## src/gbe_stream_pkg.sv

```systemverilog
package gbe_stream_pkg;

    // datapath definitions for the byte stream.

    localparam int BYTE_WIDTH = 8;  // width of one serialized byte.

    // one byte as it leaves the serializer.
    typedef logic [BYTE_WIDTH-1:0] byte_t;

    // packetizer states.
    // st_wait counts the idle gap, st_read frames bytes into a packet.
    typedef enum logic {
        st_wait = 1'b0,
        st_read = 1'b1
    } pkt_state_t;

endpackage

```

## src/gbe_net_pkg.sv

```systemverilog
package gbe_net_pkg;

    // network side configuration fields.

    localparam int IP_WIDTH    = 32;
    localparam int PORT_WIDTH  = 16;
    localparam int COUNT_WIDTH = 32;

    // destination ipv4 address.
    typedef logic [IP_WIDTH-1:0] ip_addr_t;

    // destination udp port, kept at full width.
    typedef logic [PORT_WIDTH-1:0] udp_port_t;

    // packet length and idle gap counts.
    typedef logic [COUNT_WIDTH-1:0] count_t;

endpackage
```

## src/gbe_tx_top.sv

```systemverilog
`timescale 1ns/100ps

module gbe_tx_top #(
    parameter int DIN_WIDTH  = 32,
    parameter int FIFO_DEPTH = 16
) (
    input  logic                      clk,
    input  logic                      rst,
    input  logic [DIN_WIDTH-1:0]      din,
    input  logic                      din_valid,
    input  gbe_net_pkg::count_t       pkt_len,
    input  gbe_net_pkg::count_t       sleep_cycles,
    input  gbe_net_pkg::ip_addr_t     config_tx_dest_ip,
    input  gbe_net_pkg::udp_port_t    config_tx_dest_port,
    output gbe_stream_pkg::byte_t     tx_data,
    output logic                      tx_valid,
    output gbe_net_pkg::ip_addr_t     tx_dest_ip,
    output gbe_net_pkg::udp_port_t    tx_dest_port,
    output logic                      tx_eof,
    output logic                      fifo_full
);

    // transmit streamer, fifo and serializer sit below the packetizer.
    gbe_write_packetizer #(
        .DIN_WIDTH  (DIN_WIDTH),
        .FIFO_DEPTH (FIFO_DEPTH)
    ) packetizer0 (
        .clk                 (clk),
        .rst                 (rst),
        .din                 (din),
        .din_valid           (din_valid),
        .pkt_len             (pkt_len),
        .sleep_cycles        (sleep_cycles),
        .config_tx_dest_ip   (config_tx_dest_ip),
        .config_tx_dest_port (config_tx_dest_port),
        .tx_data             (tx_data),
        .tx_valid            (tx_valid),
        .tx_dest_ip          (tx_dest_ip),
        .tx_dest_port        (tx_dest_port),
        .tx_eof              (tx_eof),
        .fifo_full           (fifo_full)
    );

endmodule

```

## src/gbe_write_packetizer.sv

```systemverilog
`timescale 1ns/100ps

module gbe_write_packetizer #(
    parameter int DIN_WIDTH  = 32,
    parameter int FIFO_DEPTH = 16
) (
    input  logic                      clk,
    input  logic                      rst,
    input  logic [DIN_WIDTH-1:0]      din,
    input  logic                      din_valid,
    input  gbe_net_pkg::count_t       pkt_len,
    input  gbe_net_pkg::count_t       sleep_cycles,
    input  gbe_net_pkg::ip_addr_t     config_tx_dest_ip,
    input  gbe_net_pkg::udp_port_t    config_tx_dest_port,
    output gbe_stream_pkg::byte_t     tx_data,
    output logic                      tx_valid,
    output gbe_net_pkg::ip_addr_t     tx_dest_ip,
    output gbe_net_pkg::udp_port_t    tx_dest_port,
    output logic                      tx_eof,
    output logic                      fifo_full
);

    gbe_stream_pkg::byte_t      piso_data;
    logic                       piso_valid;
    logic                       dout_ready;
    logic                       byte_take;
    gbe_stream_pkg::pkt_state_t state;
    gbe_net_pkg::count_t        counter;
    gbe_stream_pkg::byte_t      data_q;
    logic                       valid_q;
    logic                       eof_q;

    // the word has to split into whole bytes.
    if (DIN_WIDTH % gbe_stream_pkg::BYTE_WIDTH != 0) begin : g_width_check
        $error("DIN_WIDTH must be a multiple of the byte width");
    end

    piso #(
        .DIN_WIDTH  (DIN_WIDTH),
        .FIFO_DEPTH (FIFO_DEPTH)
    ) piso0 (
        .clk        (clk),
        .rst        (rst),
        .din        (din),
        .din_valid  (din_valid),
        .dout       (piso_data),
        .dout_valid (piso_valid),
        .dout_ready (dout_ready),
        .fifo_full  (fifo_full)
    );

    assign dout_ready = (state == gbe_stream_pkg::st_read);
    assign byte_take  = piso_valid & dout_ready;

    always_ff @(posedge clk) begin
        if (rst) begin
            state   <= gbe_stream_pkg::st_wait;
            counter <= '0;
            valid_q <= 1'b0;
            eof_q   <= 1'b0;
        end else begin
            case (state)
                gbe_stream_pkg::st_wait: begin
                    valid_q <= 1'b0;  // eof byte clears here.
                    eof_q   <= 1'b0;
                    // idle gap of sleep_cycles, one cycle at the least.
                    if (counter + 1 >= sleep_cycles) begin
                        counter <= '0;
                        state   <= gbe_stream_pkg::st_read;
                    end else begin
                        counter <= counter + 1;
                    end
                end
                gbe_stream_pkg::st_read: begin
                    valid_q <= byte_take;  // stalls when piso runs dry.
                    eof_q   <= 1'b0;
                    if (byte_take) begin
                        if (counter + 1 == pkt_len) begin
                            eof_q   <= 1'b1;  // last byte of the packet.
                            counter <= '0;
                            state   <= gbe_stream_pkg::st_wait;
                        end else begin
                            counter <= counter + 1;
                        end
                    end
                end
            endcase
        end
    end

    always_ff @(posedge clk) begin
        if (byte_take) begin
            data_q <= piso_data;
        end
    end

    assign tx_data      = data_q;
    assign tx_valid     = valid_q;
    assign tx_eof       = eof_q;
    assign tx_dest_ip   = config_tx_dest_ip;    // static configuration.
    assign tx_dest_port = config_tx_dest_port;

endmodule

```

## src/piso.sv

```systemverilog
`timescale 1ns/100ps

module piso #(
    parameter int DIN_WIDTH  = 32,
    parameter int FIFO_DEPTH = 16
) (
    input  logic                  clk,
    input  logic                  rst,
    input  logic [DIN_WIDTH-1:0]  din,
    input  logic                  din_valid,
    output gbe_stream_pkg::byte_t dout,
    output logic                  dout_valid,
    input  logic                  dout_ready,
    output logic                  fifo_full
);

    localparam int BW      = gbe_stream_pkg::BYTE_WIDTH;
    localparam int N_BYTES = DIN_WIDTH / BW;
    localparam int CNT_W   = $clog2(N_BYTES + 1);

    logic [DIN_WIDTH-1:0] fifo_data;
    logic                 fifo_empty;
    logic                 fifo_rd;
    logic [DIN_WIDTH-1:0] shreg;
    logic [CNT_W-1:0]     bytes_left;
    logic                 take;
    logic                 last_take;

    sync_fifo #(
        .WIDTH (DIN_WIDTH),
        .DEPTH (FIFO_DEPTH)
    ) fifo0 (
        .clk     (clk),
        .rst     (rst),
        .wr_data (din),
        .wr_en   (din_valid),
        .rd_data (fifo_data),
        .rd_en   (fifo_rd),
        .empty   (fifo_empty),
        .full    (fifo_full)
    );

    assign take      = dout_valid & dout_ready;
    assign last_take = take & (bytes_left == CNT_W'(1));

    // pop when nothing is held or the last byte goes out this cycle.
    assign fifo_rd = ~fifo_empty & ((bytes_left == '0) | last_take);

    assign dout       = shreg[DIN_WIDTH-1 -: BW];  // msb first.
    assign dout_valid = (bytes_left != '0);

    // byte counter, control state.
    always_ff @(posedge clk) begin
        if (rst) begin
            bytes_left <= '0;
        end else if (fifo_rd) begin
            bytes_left <= CNT_W'(N_BYTES);
        end else if (take) begin
            bytes_left <= bytes_left - 1'b1;
        end
    end

    // shift register holds the word being sent.
    always_ff @(posedge clk) begin
        if (fifo_rd) begin
            shreg <= fifo_data;  // load a fresh word.
        end else if (take) begin
            shreg <= shreg << BW;  // next byte moves to the top.
        end
    end

endmodule

```

## src/sync_fifo.sv

```systemverilog
`timescale 1ns/100ps

module sync_fifo #(
    parameter int WIDTH = 32,
    parameter int DEPTH = 16
) (
    input  logic             clk,
    input  logic             rst,
    input  logic [WIDTH-1:0] wr_data,
    input  logic             wr_en,
    output logic [WIDTH-1:0] rd_data,
    input  logic             rd_en,
    output logic             empty,
    output logic             full
);

    localparam int AW = (DEPTH > 1) ? $clog2(DEPTH) : 1;
    localparam int CW = $clog2(DEPTH + 1);

    logic [WIDTH-1:0] mem [DEPTH];
    logic [AW-1:0]    wr_ptr;
    logic [AW-1:0]    rd_ptr;
    logic [CW-1:0]    count;
    logic             do_wr;
    logic             do_rd;

    assign full  = (count == CW'(DEPTH));
    assign empty = (count == '0);

    assign do_wr = wr_en & ~full;   // writes while full are dropped.
    assign do_rd = rd_en & ~empty;

    // first word fall through, the head is always on rd_data.
    assign rd_data = mem[rd_ptr];

    always_ff @(posedge clk) begin
        if (do_wr) begin
            mem[wr_ptr] <= wr_data;
        end
    end

    always_ff @(posedge clk) begin
        if (rst) begin
            wr_ptr <= '0;
            rd_ptr <= '0;
            count  <= '0;
        end else begin
            if (do_wr) begin
                // wrap by hand so any depth works.
                wr_ptr <= (wr_ptr == AW'(DEPTH - 1)) ? '0 : wr_ptr + 1'b1;
            end
            if (do_rd) begin
                rd_ptr <= (rd_ptr == AW'(DEPTH - 1)) ? '0 : rd_ptr + 1'b1;
            end
            case ({do_wr, do_rd})
                2'b10:   count <= count + 1'b1;
                2'b01:   count <= count - 1'b1;
                default: count <= count;  // idle or read and write together.
            endcase
        end
    end

endmodule

```

## config.mk

```make
export PLATFORM = sky130hd
export DESIGN_NAME = gbe_tx_top
export DESIGN_NICKNAME = d
export VERILOG_FILES = /design/src/gbe_stream_pkg.sv /design/src/gbe_net_pkg.sv /design/src/gbe_tx_top.sv /design/src/gbe_write_packetizer.sv /design/src/piso.sv /design/src/sync_fifo.sv
export SDC_FILE = /design/constraint.sdc
export NUM_CORES = 1
export LEC_CHECK = 0
export BUFFER_PORTS_ARGS = -buffer_cell sky130_fd_sc_hd__buf_2
export CAP_MARGIN = 20
export CELL_PAD_IN_SITES_DETAIL_PLACEMENT = 1
export CELL_PAD_IN_SITES_GLOBAL_PLACEMENT = 1
export CORE_ASPECT_RATIO = 0.5
export CORE_MARGIN = 3
export CORE_UTILIZATION = 30
export CTS_CLUSTER_DIAMETER = 30
export DETAILED_ROUTE_END_ITERATION = 12
export PLACE_DENSITY = 0.49
export SETUP_SLACK_MARGIN = 0.3
export SKIP_LAST_GASP = 1
export SYNTH_ARGS = -nofsm -noshare
export SYNTH_HDL_FRONTEND = slang
export SYNTH_SLANG_ARGS = --single-unit
```

## constraint.sdc

```tcl
create_clock -name clk -period 13 [get_ports clk]
set_clock_uncertainty 0.2 [all_clocks]
set_input_delay 1.95 -clock clk [delete_from_list [all_inputs] [get_ports clk]]
set_output_delay 1.95 -clock clk [all_outputs]
set_load 0.03 [all_outputs]
```

* Word-level counts from Yosys, hierarchy flattened
Memories as Yosys holds them, arrays and structs flattened. A register that Yosys moved wholly into a read port is not among the register bits. Cells that the tools add are included.
Storage, ports and cells: register bits 91, memory bits (writable) 512, bits of input ports 147, output and inout port bits 59, logic and storage cells 65, memories kept 1
Memories:
- packetizer0.piso0.fifo0.mem | words 16, bits a word 32, read ports 1, clocked after memory_dff 1, wr ports 1, RTL line sync_fifo.sv:20 | logic [WIDTH-1:0] mem [DEPTH];
Cells by class: add/sub/neg operators 6, order comparisons 1, equal/unequal tests 8, mux-type cells 23, bitwise logic cells 9, reduce and logical (&&, ||, !) cells 6
Operators with widths (count):
- $mux W32 | 5
- $pmux W32 S2 | 1
- $add A32 B1 Y32 const B | 1
- $eq A32 B32 Y1 | 1
- $ge A32 B32 Y1 | 1
- $mux W4 | 4
- $pmux W5 S2 | 1
- $add A4 B1 Y4 const B | 2
- $eq A4 B4 Y1 const B | 2
- $mux W1 | 7
- $mux W3 | 2
- $pmux W1 S2 | 3
- $add A5 B1 Y5 const B | 1
- $and A1 B1 Y1 | 5
- $eq A5 B5 Y1 const B | 1
- $logic_not A5 Y1 | 1
- $sub A5 B1 Y5 const B | 1
- $reduce_bool A2 Y1 | 2
- $eq A3 B1 Y1 const B | 1
- $logic_not A3 Y1 | 1
- $not A1 Y1 | 3
- $reduce_bool A3 Y1 | 1
- $sub A3 B1 Y3 const B | 1
- $eq A2 B1 Y1 const B | 1
- other kinds (4) | 4

* Logic depth before layout (Yosys ltp)
depth after elaboration 8, depth in mapped cells 18, gate-level depth less buffers 15

* Modules after synthesis
Synthesis repeated with hierarchy kept, for this count alone.
Second synthesis, totals: cell total of the unflattened synthesis 1588, area, all modules 27022.2 um2
Modules (own cells, without submodules):
- sync_fifo | instances 1, cells each 826, area an instance 20285.7 um2, seq. area each 15715.1 um2
- gbe_write_packetizer | instances 1, cells each 664, area an instance 5071.1 um2, seq. area each 940.9 um2
- piso | instances 1, cells each 98, area an instance 1665.3 um2, seq. area each 1021.0 um2

* Worst setup path before layout
No wires, ideal clock.
kind input to register, from input port din_valid, to memory packetizer0.piso0.fifo0.mem[3][0] (enable), setup time 0.461 ns, arrival time 4.703 ns, required time 12.339 ns, slack 7.636 ns, cell stages on the path 4, path buffers 1, cell sequence and2_1 -> clkbuf_1 -> nand2_1 -> nor3_1
On the way: word-level cells in the longest chain between the ends 3
RTL lines:
- start, declared | RTL line gbe_tx_top.sv:10 | input logic din_valid,
- $and A1 B1 Y1 | RTL line sync_fifo.sv:30 | assign do_wr = wr_en & ~full;
- $mux W1 | RTL line sync_fifo.sv:37 | if (do_wr) begin
- $mux W1 (implied by the code) | RTL line sync_fifo.sv:38 | mem[wr_ptr] <= wr_data;
- end, declared | RTL line sync_fifo.sv:20
No other way between the ends.

* Final worst setup path
from input port pkt_len[5], to register packetizer0.counter[24]
On the way: word-level cells in the longest chain between the ends 4
RTL lines:
- start, declared | RTL line gbe_tx_top.sv:11 | input gbe_net_pkg::count_t pkt_len,
- $eq A32 B32 Y1 | RTL line gbe_write_packetizer.sv:78 | if (counter + 1 == pkt_len) begin
- $mux W32 | RTL line gbe_write_packetizer.sv:78
- $mux W32 | RTL line gbe_write_packetizer.sv:77 | if (byte_take) begin
- $pmux W32 S2 | RTL line gbe_write_packetizer.sv:62 | case (state)
- end signal, assigned | RTL line gbe_write_packetizer.sv:71 | counter <= counter + 1;
- end signal, assigned | RTL line gbe_write_packetizer.sv:83 | counter <= counter + 1;
- end, declared | RTL line gbe_write_packetizer.sv:28 | gbe_net_pkg::count_t counter;
No other way between the ends. The select of a mux whose other input is x is not followed. A chain may end at the register's enable or synchronous reset.

==> metrics.md <==
| Metric | Value |
|---|---|
| Synth cell types | 70 |
| DRT Wirelength | roughly 74000 um |
| Final worst-path cycle share | a little over two fifths |
| Maximum fanout count along the critical path | 27 |
| Max-cap violations | 0 |
| Clock sink count | 607 |
| Share of flip-flops with an asynchronous set or reset after synthesis | 0% |
| Count leader, synth | sky130_fd_sc_hd__edfxtp_1 |
| Die boundary width | about 430 um |
| RSZ-0062 raised after global routing | false |
| Part of the Yosys area used for sequential elements | between 60% and 70% |
| Number of I/O pins | just over 200 |
| Global-route wire length before repair | between 100000 and 150000 um |
| Count of final max-slew check failures | 0 |
| Ranking of synthesized cells by instance count | 552 x sky130_fd_sc_hd__edfxtp_1, 160 x sky130_fd_sc_hd__mux4_2, 151 x sky130_fd_sc_hd__nand2_1, 65 x sky130_fd_sc_hd__inv_1, 58 x sky130_fd_sc_hd__nor2_1 |
| Die outline area | a little over 90000 sq um |
| Setup violation total in the final timing report | 0 |
| Maximum number of pins on one net before global-route repair | 61 |
| Placed wire-length estimate after detailed placement | between 40000 and 50000 um |
| Vertical die dimension | ~220 um |
| Register bit count reported by yosys | 607 |
| Data arrival, critical path | 5750 ps |
| Placeable core region | 86700 sq um |
| Post-synthesis instance area | 26500 sq um |
| Total Routing Usage GR | between 15 and 20% |
| Number of synthesized flops with an enable pin | 552 |
| Starting utilization of the core area | between 30% and 40% |
| Final Hold Slack | between 200 and 250 ps |
| Yosys Warn Count | 0 |
| H-tree lvl count | 3 |
| Hold buffers post-CTS | 0 |
| Net Count, Synth | ~1800 |
| CTS tree | done |
| Avg WL per Cell | 24.8 um |
| Number of port buffers | about 110 |
| Vias in the first global route | around 16000 |
| Placer congestion estimate | 0.800 |
| Final setup slack of the worst path | between 7000 and 8000 ps |
| Max Clock Freq | between 0.15 and 0.2 GHz |
| CP Capture Type | flop |
| Share of final-layout standard cells stronger than drive strength 1 | roughly 28% |
| Clock latency on the worst-skew pair | between 600 and 700 ps |
| Class of the tightest hold or removal check | reg -> reg |
| Number of nets with antenna violations after routing | 0 |
| Detailed-route via count | around 15000 |
| Count of standard-cell rows | 76 |
| Worst-case headroom to the max-slew limit | between 30% and 40% |
| Clock-pin slew on the worst setup and hold paths | around 50 ps |
| Diode insertion count for antenna repair | 0 |
| Final core utilization | between 30% and 40% |
| Leakage power | ~0.011 uW |
| Initial DRC count | roughly 1100 |
| Slew of the pin with the lowest slew margin | between 1000 and 1500 ps |
| Largest cells by area after synthesis | sky130_fd_sc_hd__edfxtp_1 63%, sky130_fd_sc_hd__mux4_2 14%, sky130_fd_sc_hd__dfxtp_1 4.2% |
| Fin nets | 1920 |
| Minimum clock period after layout | 5430 ps |
| Number of gates resized after CTS | 0 |
| Final Hold Fails | 0 |
| Outcome | completed |
| Master cell of the clock root buffer | sky130_fd_sc_hd__clkbuf_16 |
| Main flop type after synthesis | sky130_fd_sc_hd__edfxtp_1 |
| Critical path class | in -> reg |
| Worst setup SP type | input port |
| Buffers inserted during post-CTS setup optimization | 0 |
| Area overhead of the layout relative to synthesis | 19.5% |
| Final sum of negative setup slack | 0 ps |
| DP Worst Slack | about 7000 ps |
| Maximum resistive drop on vdd | 0.103 mV |
| First-pass iteration count of the detailed router | 5 |
| Data required time at the worst endpoint | roughly 13000 ps |
| Clk buf depth | 3 |
| Antenna violations before repair | 1 |
| Ratio of routed vias to standard cells | 4.96 |
| Proportion of netlist area held by the largest area contributor | between 60 and 70% |
| Top cell type by total area after synthesis | sky130_fd_sc_hd__edfxtp_1 |
| Global route overflow | 0 |
| Residual DRC count | 0 |
| CTS Buf Count | approximately 100 |
| Power per Cell Area | 192 nW/um^2 |
| Number of cells produced by synthesis | between 1500 and 2000 |
| Synthesized area per cell | 16.4 sq um |
[logic make-up after synthesis]
logic type	share of synthesized area, %
adder cells (fa/ha/maj)	2.20
AND/OR/NAND/NOR	7.25
AO/OA/AOI/OAI	4.04
multiplexers	13.8
flip-flops	66.8
buffers and inverters	3.62
XOR/XNOR	2.31
[path summary, 6_finish.rpt]
path	startpoint	end	slack [ps]	cells after the start
min	packetizer0.piso0.shreg[29]$_DFFE_PP_	packetizer0.tx_data[5]$_DFFE_PP_	210	0
max	pkt_len[5]	packetizer0.counter[24]$_SDFFE_PP0P_	7570	11
max reg2reg	packetizer0.counter[2]$_SDFFE_PP0P_	packetizer0.counter[24]$_SDFFE_PP0P_	7770	10
min reg2reg	packetizer0.piso0.shreg[29]$_DFFE_PP_	packetizer0.tx_data[5]$_DFFE_PP_	210	0
[critical path, stage by stage]
cell and delay (ps):
sky130_fd_sc_hd__buf_2 100, sky130_fd_sc_hd__xnor2_1 140, sky130_fd_sc_hd__or3_1 340, sky130_fd_sc_hd__a2111oi_0 450, sky130_fd_sc_hd__nand4_1 180, sky130_fd_sc_hd__or4_1 450
sky130_fd_sc_hd__or4_4 440, sky130_fd_sc_hd__nor4_4 810, sky130_fd_sc_hd__buf_4 470, sky130_fd_sc_hd__nor3_1 100, sky130_fd_sc_hd__a211o_1 280
[layout make-up]
type / instances / area [sq um]
timing repair buffer: 141 / 790
fill: 8713 / 55100
clock inverter: 67 / 802
multi-input combinational: 811 / 7980
tap: 1170 / 1460
clock buffer: 122 / 2670
inverter: 65 / 244
sequential: 607 / 17700
[report_power, final]
part	internal, uW	leakage (uW)	switching (uW)
Sequential	2300	0.00546	74.6
Clock	1720	0.00168	973
Combinational	435	0.00344	578
Total	4450	0.0106	1630
[placed cells by master (no fill, tap or decap), types with 40 or more instances in the layout]
cell type and n:
sky130_fd_sc_hd__nor2_1 45, sky130_fd_sc_hd__buf_2 109, sky130_fd_sc_hd__inv_1 64, sky130_fd_sc_hd__xnor2_1 40, sky130_fd_sc_hd__ha_1 45, sky130_fd_sc_hd__dfxtp_1 51, sky130_fd_sc_hd__nand2_1 150, sky130_fd_sc_hd__clkbuf_16 103
sky130_fd_sc_hd__edfxtp_1 552, sky130_fd_sc_hd__mux4_2 160
[layer usage]
metal	global-route usage [%]	vias up	part of all wire (%)
li1	-	6564	-
met1	22.5	7821	46
met2	25.6	318	47
met3	3.74	107	4.6
met4	3.94	0	1.9
met5	0.260	-	0
[registers in the layout, summed over array words and instances (netlist names), 3 cells and up, named ones only]
signal                          cells
packetizer0.tx_data                 8
packetizer0.piso0.fifo0.mem       512
packetizer0.piso0.fifo0.wr_ptr      4
packetizer0.piso0.shreg            32
packetizer0.piso0.fifo0.count       5
packetizer0.counter                32
packetizer0.piso0.bytes_left        3
packetizer0.piso0.fifo0.rd_ptr      4
[per-stage QoR]
stage / total power, uW / area, sq um / cells
global route: 6370 / 31600 / 2983
global placement: 3460 / 28200 / 2793
CTS: 6180 / 31600 / 2983
floorplan: 3110 / 26500 / 1613
finish: 6080 / 31600 / 2983
detailed placement: 3460 / 28200 / 2794
Power figures use the tool's default switching activity.
